### src/logic/fir_pkg.sv
package fir_pkg;

    // physical taps, the symmetric response is twice as long
    localparam int TAP_NUM = 4;

    localparam int DATA_WIDTH = 16;
    localparam int COEF_WIDTH = 16;

    // two guard bits cover the pre-add and the cascade sum
    localparam int PRODUCT_WIDTH = DATA_WIDTH + COEF_WIDTH + 2;

    // steps from the sample that completes a sum to the result that carries it
    localparam int FIR_LATENCY = TAP_NUM + 2;

    typedef logic signed [DATA_WIDTH-1:0] sample_t;
    typedef logic signed [COEF_WIDTH-1:0] coef_t;
    typedef logic signed [PRODUCT_WIDTH-1:0] result_t;

    // tap k uses entry k
    // the mirrored half of the response reuses them in reverse order
    localparam coef_t FIR_COEF [TAP_NUM] = '{
        -16'sd512,
        16'sd2304,
        16'sd7168,
        16'sd12288
    };

endpackage
### src/logic/fir_filter_top.sv
`timescale 1ns/100ps

module fir_filter_top
    import fir_pkg::*;
(
    input  logic    clk_i,
    input  logic    rst_n_i,
    input  logic    sample_req_i,
    input  sample_t sample_i,
    input  logic    result_ack_i,
    output logic    sample_ack_o,
    output logic    result_req_o,
    output result_t result_o
);

    logic    step;
    logic    sender_ready;
    sample_t core_sample;
    result_t core_result;

    fir_sample_receiver u_receiver (
        .clk_i         (clk_i),
        .rst_n_i       (rst_n_i),
        .sample_req_i  (sample_req_i),
        .sample_i      (sample_i),
        .sender_ready_i(sender_ready),
        .sample_ack_o  (sample_ack_o),
        .step_o        (step),
        .sample_o      (core_sample)
    );

    fir_systolic_core u_core (
        .clk_i   (clk_i),
        .rst_n_i (rst_n_i),
        .step_i  (step),
        .sample_i(core_sample),
        .result_o(core_result)
    );

    // sender also paces the receiver through its ready flag
    fir_result_sender u_sender (
        .clk_i        (clk_i),
        .rst_n_i      (rst_n_i),
        .step_i       (step),
        .core_result_i(core_result),
        .result_ack_i (result_ack_i),
        .result_req_o (result_req_o),
        .result_o     (result_o),
        .ready_o      (sender_ready)
    );

endmodule

### src/logic/fir_result_sender.sv
`timescale 1ns/100ps

module fir_result_sender
    import fir_pkg::*;
(
    input  logic    clk_i,
    input  logic    rst_n_i,
    input  logic    step_i,
    input  result_t core_result_i,
    input  logic    result_ack_i,
    output logic    result_req_o,
    output result_t result_o,
    output logic    ready_o
);

    typedef enum logic [1:0] {
        S_IDLE,
        S_REQ,
        S_RTZ
    } state_t;

    state_t  state_q;
    logic    step_d_q;
    result_t result_q;

    always_ff @(posedge clk_i) begin
        if (!rst_n_i) begin
            state_q  <= S_IDLE;
            step_d_q <= 1'b0;
        end else begin
            // core result is fresh one cycle after the step
            step_d_q <= step_i;
            case (state_q)
                S_IDLE: begin
                    if (step_d_q) begin
                        state_q <= S_REQ;
                    end
                end
                S_REQ: begin
                    if (result_ack_i) begin
                        state_q <= S_RTZ;
                    end
                end
                S_RTZ: begin
                    if (!result_ack_i) begin
                        state_q <= S_IDLE;
                    end
                end
                default: state_q <= S_IDLE;
            endcase
        end
    end

    always_ff @(posedge clk_i) begin
        if (state_q == S_IDLE && step_d_q) begin
            result_q <= core_result_i;
        end
    end

    assign result_req_o = (state_q == S_REQ);
    assign result_o     = result_q;
    // back-pressure until the output link is back to zero
    assign ready_o      = (state_q == S_IDLE) && !step_d_q;

    a_result_stable: assert property (
        @(posedge clk_i) disable iff (!rst_n_i)
        result_req_o |=> !result_req_o || $stable(result_o)
    );

endmodule

### src/logic/fir_sample_receiver.sv
`timescale 1ns/100ps

module fir_sample_receiver
    import fir_pkg::*;
(
    input  logic    clk_i,
    input  logic    rst_n_i,
    input  logic    sample_req_i,
    input  sample_t sample_i,
    input  logic    sender_ready_i,
    output logic    sample_ack_o,
    output logic    step_o,
    output sample_t sample_o
);

    typedef enum logic {
        S_IDLE,
        S_ACK
    } state_t;

    state_t  state_q;
    logic    step_q;
    sample_t sample_q;
    logic    accept;

    // new request while the output side can take another result
    assign accept = (state_q == S_IDLE) && sample_req_i && sender_ready_i;

    always_ff @(posedge clk_i) begin
        if (!rst_n_i) begin
            state_q <= S_IDLE;
            step_q  <= 1'b0;
        end else begin
            step_q <= accept;
            case (state_q)
                S_IDLE: begin
                    if (accept) begin
                        state_q <= S_ACK;
                    end
                end
                S_ACK: begin
                    // return to zero before the next sample
                    if (!sample_req_i) begin
                        state_q <= S_IDLE;
                    end
                end
                default: state_q <= S_IDLE;
            endcase
        end
    end

    always_ff @(posedge clk_i) begin
        if (accept) begin
            sample_q <= sample_i;
        end
    end

    assign sample_ack_o = (state_q == S_ACK);
    assign step_o       = step_q;
    assign sample_o     = sample_q;

    // one step per request, issued with the rising acknowledge
    a_step_on_ack_rise: assert property (
        @(posedge clk_i) disable iff (!rst_n_i)
        step_o |-> $rose(sample_ack_o)
    );

endmodule

### src/logic/fir_systolic_core.sv
`timescale 1ns/100ps

module fir_systolic_core
    import fir_pkg::*;
(
    input  logic    clk_i,
    input  logic    rst_n_i,
    input  logic    step_i,
    input  sample_t sample_i,
    output result_t result_o
);

    sample_t mirror;

    // entry k feeds tap k, entry k+1 is driven by tap k
    sample_t chain_sample [TAP_NUM+1];
    result_t chain_casc   [TAP_NUM+1];

    fir_delay_line u_delay_line (
        .clk_i    (clk_i),
        .rst_n_i  (rst_n_i),
        .step_i   (step_i),
        .sample_i (sample_i),
        .delayed_o(mirror)
    );

    assign chain_sample[0] = sample_i;
    assign chain_casc[0]   = '0;

    for (genvar k = 0; k < TAP_NUM; k++) begin : g_tap
        fir_systolic_tap #(
            .COEF(FIR_COEF[k])
        ) u_tap (
            .clk_i   (clk_i),
            .rst_n_i (rst_n_i),
            .step_i  (step_i),
            .sample_i(chain_sample[k]),
            .mirror_i(mirror),
            .casc_i  (chain_casc[k]),
            .sample_o(chain_sample[k+1]),
            .casc_o  (chain_casc[k+1])
        );
    end

    // the last cascade register carries the full sum
    assign result_o = chain_casc[TAP_NUM];

endmodule

### src/logic/fir_systolic_tap.sv
`timescale 1ns/100ps

module fir_systolic_tap
    import fir_pkg::*;
#(
    parameter coef_t COEF = '0
) (
    input  logic    clk_i,
    input  logic    rst_n_i,
    input  logic    step_i,
    input  sample_t sample_i,
    input  sample_t mirror_i,
    input  result_t casc_i,
    output sample_t sample_o,
    output result_t casc_o
);

    // one extra bit so the pre-add cannot wrap
    typedef logic signed [DATA_WIDTH:0] presum_t;

    sample_t dly0_q;
    sample_t dly1_q;
    presum_t presum_q;
    result_t prod_q;
    result_t casc_q;

    always_ff @(posedge clk_i) begin
        if (!rst_n_i) begin
            dly0_q   <= '0;
            dly1_q   <= '0;
            presum_q <= '0;
            prod_q   <= '0;
            casc_q   <= '0;
        end else if (step_i) begin
            // two stages of systolic delay toward the next tap
            dly0_q   <= sample_i;
            dly1_q   <= dly0_q;
            // tap k pairs x[n-2k-1] with the shared mirror sample
            presum_q <= presum_t'(dly0_q) + presum_t'(mirror_i);
            prod_q   <= result_t'(presum_q) * result_t'(COEF);
            casc_q   <= prod_q + casc_i;
        end
    end

    assign sample_o = dly1_q;
    assign casc_o   = casc_q;

    // the pipeline only moves on an accepted sample
    a_hold_without_step: assert property (
        @(posedge clk_i) disable iff (!rst_n_i)
        !step_i |=> $stable({dly0_q, dly1_q, presum_q, prod_q, casc_q})
    );

endmodule

### src/logic/fir_delay_line.sv
`timescale 1ns/100ps

module fir_delay_line
    import fir_pkg::*;
(
    input  logic    clk_i,
    input  logic    rst_n_i,
    input  logic    step_i,
    input  sample_t sample_i,
    output sample_t delayed_o
);

    // one entry per sample of the full symmetric response
    sample_t shift_q [2*TAP_NUM];

    always_ff @(posedge clk_i) begin
        if (!rst_n_i) begin
            shift_q <= '{default: '0};
        end else if (step_i) begin
            shift_q[0] <= sample_i;
            for (int i = 1; i < 2*TAP_NUM; i++) begin
                shift_q[i] <= shift_q[i-1];
            end
        end
    end

    // oldest sample, shared by all taps as the mirrored operand
    assign delayed_o = shift_q[2*TAP_NUM-1];

endmodule

### config.mk
export PLATFORM = sky130hd
export DESIGN_NAME = fir_filter_top
export DESIGN_NICKNAME = d
export VERILOG_FILES = /design/src/logic/fir_pkg.sv /design/src/logic/fir_filter_top.sv /design/src/logic/fir_result_sender.sv /design/src/logic/fir_sample_receiver.sv /design/src/logic/fir_systolic_core.sv /design/src/logic/fir_systolic_tap.sv /design/src/logic/fir_delay_line.sv
export SDC_FILE = /design/constraint.sdc
export NUM_CORES = 1
export LEC_CHECK = 0
export BUFFER_PORTS_ARGS = -buffer_cell sky130_fd_sc_hd__clkbuf_2
export CORE_MARGIN = 2
export CORE_UTILIZATION = 55
export DETAILED_ROUTE_END_ITERATION = 8
export PLACE_DENSITY = 0.69
export SLEW_MARGIN = 0
export SYNTH_ARGS = -nofsm -noshare
export SYNTH_HDL_FRONTEND = slang
export SYNTH_SLANG_ARGS = --single-unit
### constraint.sdc
create_clock -name clk_i -period 3.8 [get_ports clk_i]
set_input_delay 0.19 -clock clk_i [delete_from_list [all_inputs] [get_ports clk_i]]
set_output_delay 0.19 -clock clk_i [all_outputs]
set_load 0.005 [all_outputs]
==> impl_metrics.sql, run 1 <==
INSERT INTO impl_metrics (metric_group, metric, value, unit) VALUES
('power', 'power.total', '10.2', 'mW'),
('worst_setup_path', 'setup.worst_path.end_class', 'register', ''),
('synth', 'synth_async_sr_flop_share', '0', ''),
('finish', 'num_antenna_cells', '0', ''),
('synth', 'synthesized_cell_area', '24100', 'um^2'),
('grt', 'globalRouteTotalUtil', '0.249', ''),
('outcome', 'run_status', 'finished, final reports clean', ''),
('clocking', 'h-tree-depth', '2', ''),
('finish', 'signed_area_change_from_the_synthesized_netlist_to_the_final_layout', '10.8', '%'),
('worst_setup_path', 'reg2reg_slack', '0.40', 'ns'),
('placed_design', 'hpwl', '41100', 'um'),
('power', 'power_density', '382', 'nW/um^2'),
('grt', 'grt_antenna_before_repair', '0', ''),
('timing', 'worst_clock_skew', '0.0231', 'ns'),
('synth', 'yosys.area_share.adder', '0.139', ''),
('grt', 'grt_max_degree', '136', ''),
('clocking', 'cts-root-to-sink-buffers', '3', ''),
('timing', 'rsz0062_at_grt', 'no', ''),
('routing', 'routed_via_density', '5.61', ''),
('worst_setup_path', 'worst-endpoint-required', '4.27', 'ns'),
('worst_setup_path', 'critPathLaunchType', 'register', ''),
('timing', 'max_freq', '294', 'MHz'),
('timing', 'worst_slew_pin_slew', '1.04', 'ns'),
('clocking', 'cts.sink_count', '434', ''),
('finish', 'final_common_cell', 'dfxtp_1', ''),
('synth', 'ys.flop_type', 'dfxtp_1', ''),
('die', 'die_h', '213', 'um'),
('timing', 'finalHoldViolations', '0', ''),
('power', 'leakagePower', '11.7', 'nW'),
('synth', 'syn_area_per_cell', '9.14', 'um^2'),
('timing', 'fin_worst_hold_slack', '0.215', 'ns'),
('routing', 'route.detailed.drc', '0', ''),
('worst_setup_path', 'reg2reg_depth', '13', ''),
('placed_design', 'finalWeightedCongestion', '0.881', ''),
('die', 'num_io_pins', '56', ''),
('worst_setup_path', 'critical_path.reg2reg.startpoint', 'u_core.g_tap[2].u_tap.presum_q[2]', ''),
('clocking', 'path_clk_slew', '0.06', 'ns'),
('worst_setup_path', 'rr_endpoint', 'u_core.g_tap[2].u_tap.prod_q[26]', ''),
('worst_setup_path', 'cp_slowest_stage_delay', '0.50', 'ns'),
('clocking', 'worstSkewPairLatency', '0.60', 'ns'),
('worst_setup_path', 'cp.arrival', '3.87', 'ns'),
('job', 'drv.max_cap_violation_count', '0', ''),
('routing', 'dr_iter_0_viols', '974', ''),
('synth', 'synth_sequential_area_ratio', '0.378', ''),
('grt', 'gr-total-overflow', '0', ''),
('finish', 'fill_cells', '3756', ''),
('finish', 'final_net_count', '2944', ''),
('timing', 'timing_max_transition_violations_final', '0', ''),
('worst_setup_path', 'critPathMaxFanout', '4', ''),
('synth', 'yosys_warnings', '0', ''),
('synth', 'synthSimpleGateAreaFrac', '0.133', ''),
('clocking', 'post_cts_resize_count', '0', ''),
('synth', 'main_combinational_cell_family_by_area_after_synthesis', 'compound AO/OA/AOI/OAI gates', ''),
('routing', 'ant_nets', '0', ''),
('clocking', 'tritoncts_clock_tree', 'built', ''),
('placed_design', 'buffer_ports.inserted', '47', ''),
('hold_path', 'worstHoldEndpoint', 'u_core.g_tap[0].u_tap.prod_q[32]', ''),
('worst_setup_path', 'cell_breakdown_of_the_critical_path', 'ha_1, inv_1, fa_1, inv_1, ha_1, nor2b_1, o21a_1, o21ai_1, a211oi_1, o221ai_1, a21boi_0, or3_1, a32o_1', ''),
('hold_path', 'hold_depth', '2', ''),
('synth', 'synthesis.instances', '2640', ''),
('timing', 'layout_worst_path_cycle_share', '0.894', ''),
('synth', 'synth_edf_count', '42', ''),
('die', 'rows', '76', ''),
('timing', 'relative_slew_slack', '0.304', ''),
('synth', 'synth-compound-area-share', '0.153', ''),
('clocking', 'clk_root_buffer_cell', 'clkbuf_16', ''),
('grt', 'first_global_vias', '17976', ''),
('timing', 'totalNegativeSetupSlack', '0', 'ns'),
('die', 'core-area', '43200', 'um^2'),
('synth', 'yosysUniqueCellTypes', '73', ''),
('finish', 'drive_above_1_share', '0.0624', '');
## synth_stat cells (26+ instances only)
master    count  share of area
clkbuf_1     80          0.012
ha_1        230           0.12
inv_1       134          0.021
edfxtp_1     42          0.052
nand2_1     147          0.023
a211oi_1     35          0.011
nor2b_1      26         0.0067
mux2i_1     251           0.10
xor2_1       68          0.025
a21oi_1     143          0.030
a21o_1       74          0.023
o21ai_0     154          0.032
dfxtp_1     392           0.33
nor3_1       40         0.0083
o21a_1       28         0.0087
xnor2_1      78          0.028
nand3_1      35         0.0073
nor2_1      368          0.057
## cell families (layout without fill, tap and decap cells)
kind of cell    Yosys count  after routing
xor+xnor                146            146
compound gates          578            578
simple gates            729            729
other cells               1              8
buf+inv                 247            309
fa+ha+maj               254            254
mux                     251            251
flops                   434            434
## state kept, by name, summed over array words and instances, names as in the netlist
register / count
u_core.g_tap.u_tap.casc_o: 103
u_core.g_tap.u_tap.prod_q: 88
u_core.g_tap.u_tap.presum_q: 68
u_core.u_delay_line.shift_q: 48
u_core.g_tap.u_tap.dly0_q: 32
u_core.g_tap.u_tap.sample_o: 32
u_sender.result_o: 26
u_core.u_delay_line.delayed_o: 16
u_receiver.sample_o: 16
u_sender.state_q: 2
u_receiver.sample_ack_o: 1
u_receiver.step_o: 1
u_sender.step_d_q: 1
## worst register-to-register path: stages, from the launching register on
cell	delay, ns
dfxtp_1	0.34
ha_1	0.28
inv_1	0.05
fa_1	0.50
inv_1	0.05
ha_1	0.33
nor2b_1	0.15
o21a_1	0.18
o21ai_1	0.28
a211oi_1	0.17
o221ai_1	0.24
a21boi_0	0.14
or3_1	0.32
a32o_1	0.25
## where the power goes
part | leakage (nW) | internal (mW) | switching (mW)
combinational | 7.36 | 0.244 | 0.394
clock | 0.796 | 2.88 | 1.93
sequential | 3.56 | 4.70 | 0.0625
## stage by stage
step,std cells,utilization,setup WS (ns)
after floorplan,2647,-,0.676
after global placement,3188,0.577,0.535
after detailed placement,3188,0.577,0.444
after CTS,3294,0.619,0.413
after global routing,3294,0.619,0.137
final,3294,0.619,0.404
## how the worst max path moves through the flow
| stage | end | slack, ns | depth (start not counted) | startpoint |
|---|---|---|---|---|
| finish | u_core.g_tap[2].u_tap.prod_q[26] | 0.40 | 13 | u_core.g_tap[2].u_tap.presum_q[2] |
| CTS | u_core.g_tap[2].u_tap.prod_q[26] | 0.41 | 13 | u_core.g_tap[2].u_tap.presum_q[2] |
| global route | u_core.g_tap[2].u_tap.prod_q[22] | 0.14 | 13 | u_core.g_tap[2].u_tap.presum_q[2] |
| detailed placement | u_core.g_tap[2].u_tap.prod_q[26] | 0.44 | 13 | u_core.g_tap[2].u_tap.presum_q[2] |
| floorplan | u_core.g_tap[2].u_tap.prod_q[26] | 0.68 | 12 | u_core.g_tap[2].u_tap.presum_q[2] |
| global placement | u_core.g_tap[2].u_tap.prod_q[26] | 0.54 | 13 | u_core.g_tap[2].u_tap.presum_q[2] |
## area by class of cell
| cell class | instances | area, um^2 | area share |
|---|---|---|---|
| multi-input combinational | 1966 | 14100 | 0.527 |
| sequential | 434 | 9110 | 0.341 |
| clock inverter | 29 | 328 | 0.0123 |
| timing repair buffer | 86 | 623 | 0.0233 |
| tap | 585 | 732 | 0.0274 |
| clock buffer | 59 | 1320 | 0.0495 |
| inverter | 135 | 514 | 0.0192 |
## timing repair
item,4_1_cts,5_1_grt
buffers inserted,0,0
hold buffers,18,0
endpoints found under the setup margin,0,0
endpoints found under the hold margin,19,0
## per-layer routing
layer	up-vias	track usage	share of wire
met2	299	0.444	0.48
met5	-	0	0
met4	0	0.0706	0.024
li1	9365	-	-
met1	8735	0.315	0.46
met3	78	0.0341	0.033
Note: power is estimated with default switching activity, not from simulation.
==> run 2, diff against run 1 <==
- CORE_ASPECT_RATIO: unset -> 1.2
==> impl_metrics.sql, run 2 (synthesized netlist as in run 1, its figures left out) <==
INSERT INTO impl_metrics (metric_group, metric, value, unit) VALUES
('power', 'power_density', '370', 'nW/um^2'),
('clocking', 'cts_made_buffers', '45', ''),
('routing', 'route.detailed.drc', '0', ''),
('outcome', 'run_status', 'finished, final reports clean', ''),
('finish', 'final_net_count', '2942', ''),
('worst_setup_path', 'critPathLaunch', 'u_core.g_tap[2].u_tap.presum_q[2]', ''),
('timing', 'worst_clock_skew', '0.0189', 'ns'),
('worst_setup_path', 'reg2reg_slack', '0.34', 'ns'),
('worst_setup_path', 'worst-endpoint-required', '4.22', 'ns'),
('worst_setup_path', 'endpoint', 'u_core.g_tap[2].u_tap.prod_q[29]', ''),
('grt', 'grt_antenna_before_repair', '1', ''),
('routing', 'wl_per_cell', '17.5', 'um'),
('clocking', 'tritoncts_clock_tree', 'built', ''),
('routing', 'met2_wire_length', '28900', 'um'),
('grt', 'grt_pass1_wl', '91900', 'um'),
('routing', 'routed-wl-met3', '1580', 'um'),
('timing', 'relative_slew_slack', '0.264', ''),
('grt', 'gr-total-overflow', '0', ''),
('routing', 'dr.pass1.iters', '5', ''),
('routing', 'ant_nets', '0', ''),
('job', 'drv.max_cap_violation_count', '0', ''),
('die', 'die_w', '195', 'um'),
('placed_design', 'buffer_ports.inserted', '47', ''),
('worst_setup_path', 'critPathLaunchType', 'register', ''),
('clocking', 'post_cts_resize_count', '0', ''),
('power', 'irDropWorstVdd', '393', 'uV'),
('power', 'power.total', '9.82', 'mW'),
('timing', 'layout_worst_path_cycle_share', '0.909', ''),
('timing', 'max_freq', '289', 'MHz'),
('timing', 'setup_viol_count_final', '0', ''),
('grt', 'globalRouteTotalUtil', '0.251', ''),
('timing', 'timing_max_transition_violations_final', '0', ''),
('routing', 'vias', '18479', ''),
('die', 'design.die.area', '45600', 'um^2'),
('timing', 'finalHoldViolations', '0', ''),
('routing', 'routed_via_density', '5.66', ''),
('worst_setup_path', 'worst_setup_path_type', 'reg -> reg', ''),
('finish', 'signed_area_change_from_the_synthesized_netlist_to_the_final_layout', '9.99', '%'),
('finish', 'final_common_cell', 'dfxtp_1', ''),
('power', 'leakagePower', '11.6', 'nW'),
('finish', 'fill_cells', '3782', ''),
('worst_setup_path', 'rr_endpoint', 'u_core.g_tap[2].u_tap.prod_q[29]', ''),
('worst_setup_path', 'cp.arrival', '3.88', 'ns'),
('timing', 'fin_crit', '3.46', 'ns'),
('finish', 'drive_above_1_share', '0.0547', ''),
('finish', 'final_cell_mix', '391 x dfxtp_1, 367 x nor2_1, 251 x mux2i_1, 230 x ha_1, 154 x o21ai_0', ''),
('timing', 'worst_slew_pin_slew', '1.10', 'ns'),
('clocking', 'path_clk_slew', '0.06', 'ns'),
('grt', 'first_global_vias', '18123', ''),
('routing', 'route.top_layer_used', 'met4', ''),
('routing', 'totalWireLength', '57000', 'um'),
('placed_design', 'finalWeightedCongestion', '0.880', ''),
('clocking', 'post_cts_buffers', '0', ''),
('die', 'rows', '84', ''),
('die', 'core-area', '43500', 'um^2'),
('worst_setup_path', 'setup.worst_path.end_class', 'register', ''),
('worst_setup_path', 'critPathMaxFanout', '4', ''),
('routing', 'dr_iter_0_viols', '900', ''),
('clocking', 'cts-root-to-sink-buffers', '3', ''),
('worst_setup_path', 'reg2reg_depth', '13', ''),
('grt', 'grt_max_degree', '224', ''),
('clocking', 'cts.sink_count', '434', ''),
('hold_path', 'min-delay-path-class', 'in -> reg', ''),
('finish', 'num_antenna_cells', '0', ''),
('clocking', 'h-tree-depth', '2', ''),
('timing', 'rsz0062_at_grt', 'no', ''),
('die', 'die_h', '233', 'um'),
('routing', 'met1_length', '24700', 'um'),
('die', 'initial_core_util', '0.554', ''),
('finish', 'final_core_util', '0.610', ''),
('placed_design', 'hpwl', '41400', 'um'),
('timing', 'totalNegativeSetupSlack', '0', 'ns'),
('finish', 'largest_register_ff_count', '103', ''),
('clocking', 'cts_hold_buffers', '18', ''),
('clocking', 'worstSkewPairLatency', '0.59', 'ns'),
('die', 'num_io_pins', '56', ''),
('clocking', 'clk_root_buffer_cell', 'clkbuf_16', ''),
('worst_setup_path', 'critical_path.reg2reg.startpoint', 'u_core.g_tap[2].u_tap.presum_q[2]', '');
-- run 2: routing by layer --
layer  up-vias  GRT usage
li1       9373          -
met1      8744      0.296
met2       258      0.468
met3       104     0.0322
met4         0     0.0868
met5         -          0
-- run 2: stage by stage --
step / hold slack, ns / instance area, um^2 / worst slack [ns] / cells
after floorplan: 0.289 / 24200 / 0.676 / 2647
after global placement: 0.367 / 24900 / 0.497 / 3162
after detailed placement: 0.369 / 24900 / 0.432 / 3162
after CTS: 0.130 / 26500 / 0.420 / 3263
after global routing: 0.177 / 26500 / 0.149 / 3263
final: 0.148 / 26500 / 0.344 / 3263
-- run 2: worst min-delay path by stage --
stage,startpoint,endpoint,depth (start not counted)
after global placement,sample_i[11],u_receiver.sample_o[11],1
final,rst_n_i,u_core.g_tap[3].u_tap.casc_o[24],3
after detailed placement,sample_i[6],u_receiver.sample_o[6],1
after global routing,rst_n_i,u_core.g_tap[3].u_tap.casc_o[23],3
after floorplan,sample_i[0],u_receiver.sample_o[0],0
after CTS,rst_n_i,u_core.g_tap[3].u_tap.prod_q[27],3
-- run 2: cell type report --
class,count,area (um^2),area share
Multi-Input combinational cell,1966,14100,0.531
Sequential cell,434,9110,0.343
Clock buffer,68,1280,0.0484
Tap cell,559,699,0.0264
Timing Repair Buffer,86,648,0.0244
Inverter,135,514,0.0194
Clock inverter,15,178,0.00670
-- run 2: worst max-delay path: stages (launching register included) --
cell and delay, ns:
dfxtp_1 0.34, ha_1 0.29, inv_1 0.06, fa_1 0.55, inv_1 0.06, ha_1 0.29
a21oi_1 0.25, o21ai_0 0.17, a21oi_1 0.26, o31ai_1 0.12, a31oi_1 0.43, o21ai_0 0.21
mux2i_1 0.19, o22ai_1 0.09
-- run 2: report_power, final --
part / internal [mW] / switching (mW) / leakage (nW) / total, mW
Sequential: 4.70 / 0.0669 / 3.56 / 4.77
Clock: 2.60 / 1.82 / 0.713 / 4.42
Combinational: 0.242 / 0.389 / 7.37 / 0.631
Total: 7.55 / 2.28 / 11.6 / 9.82
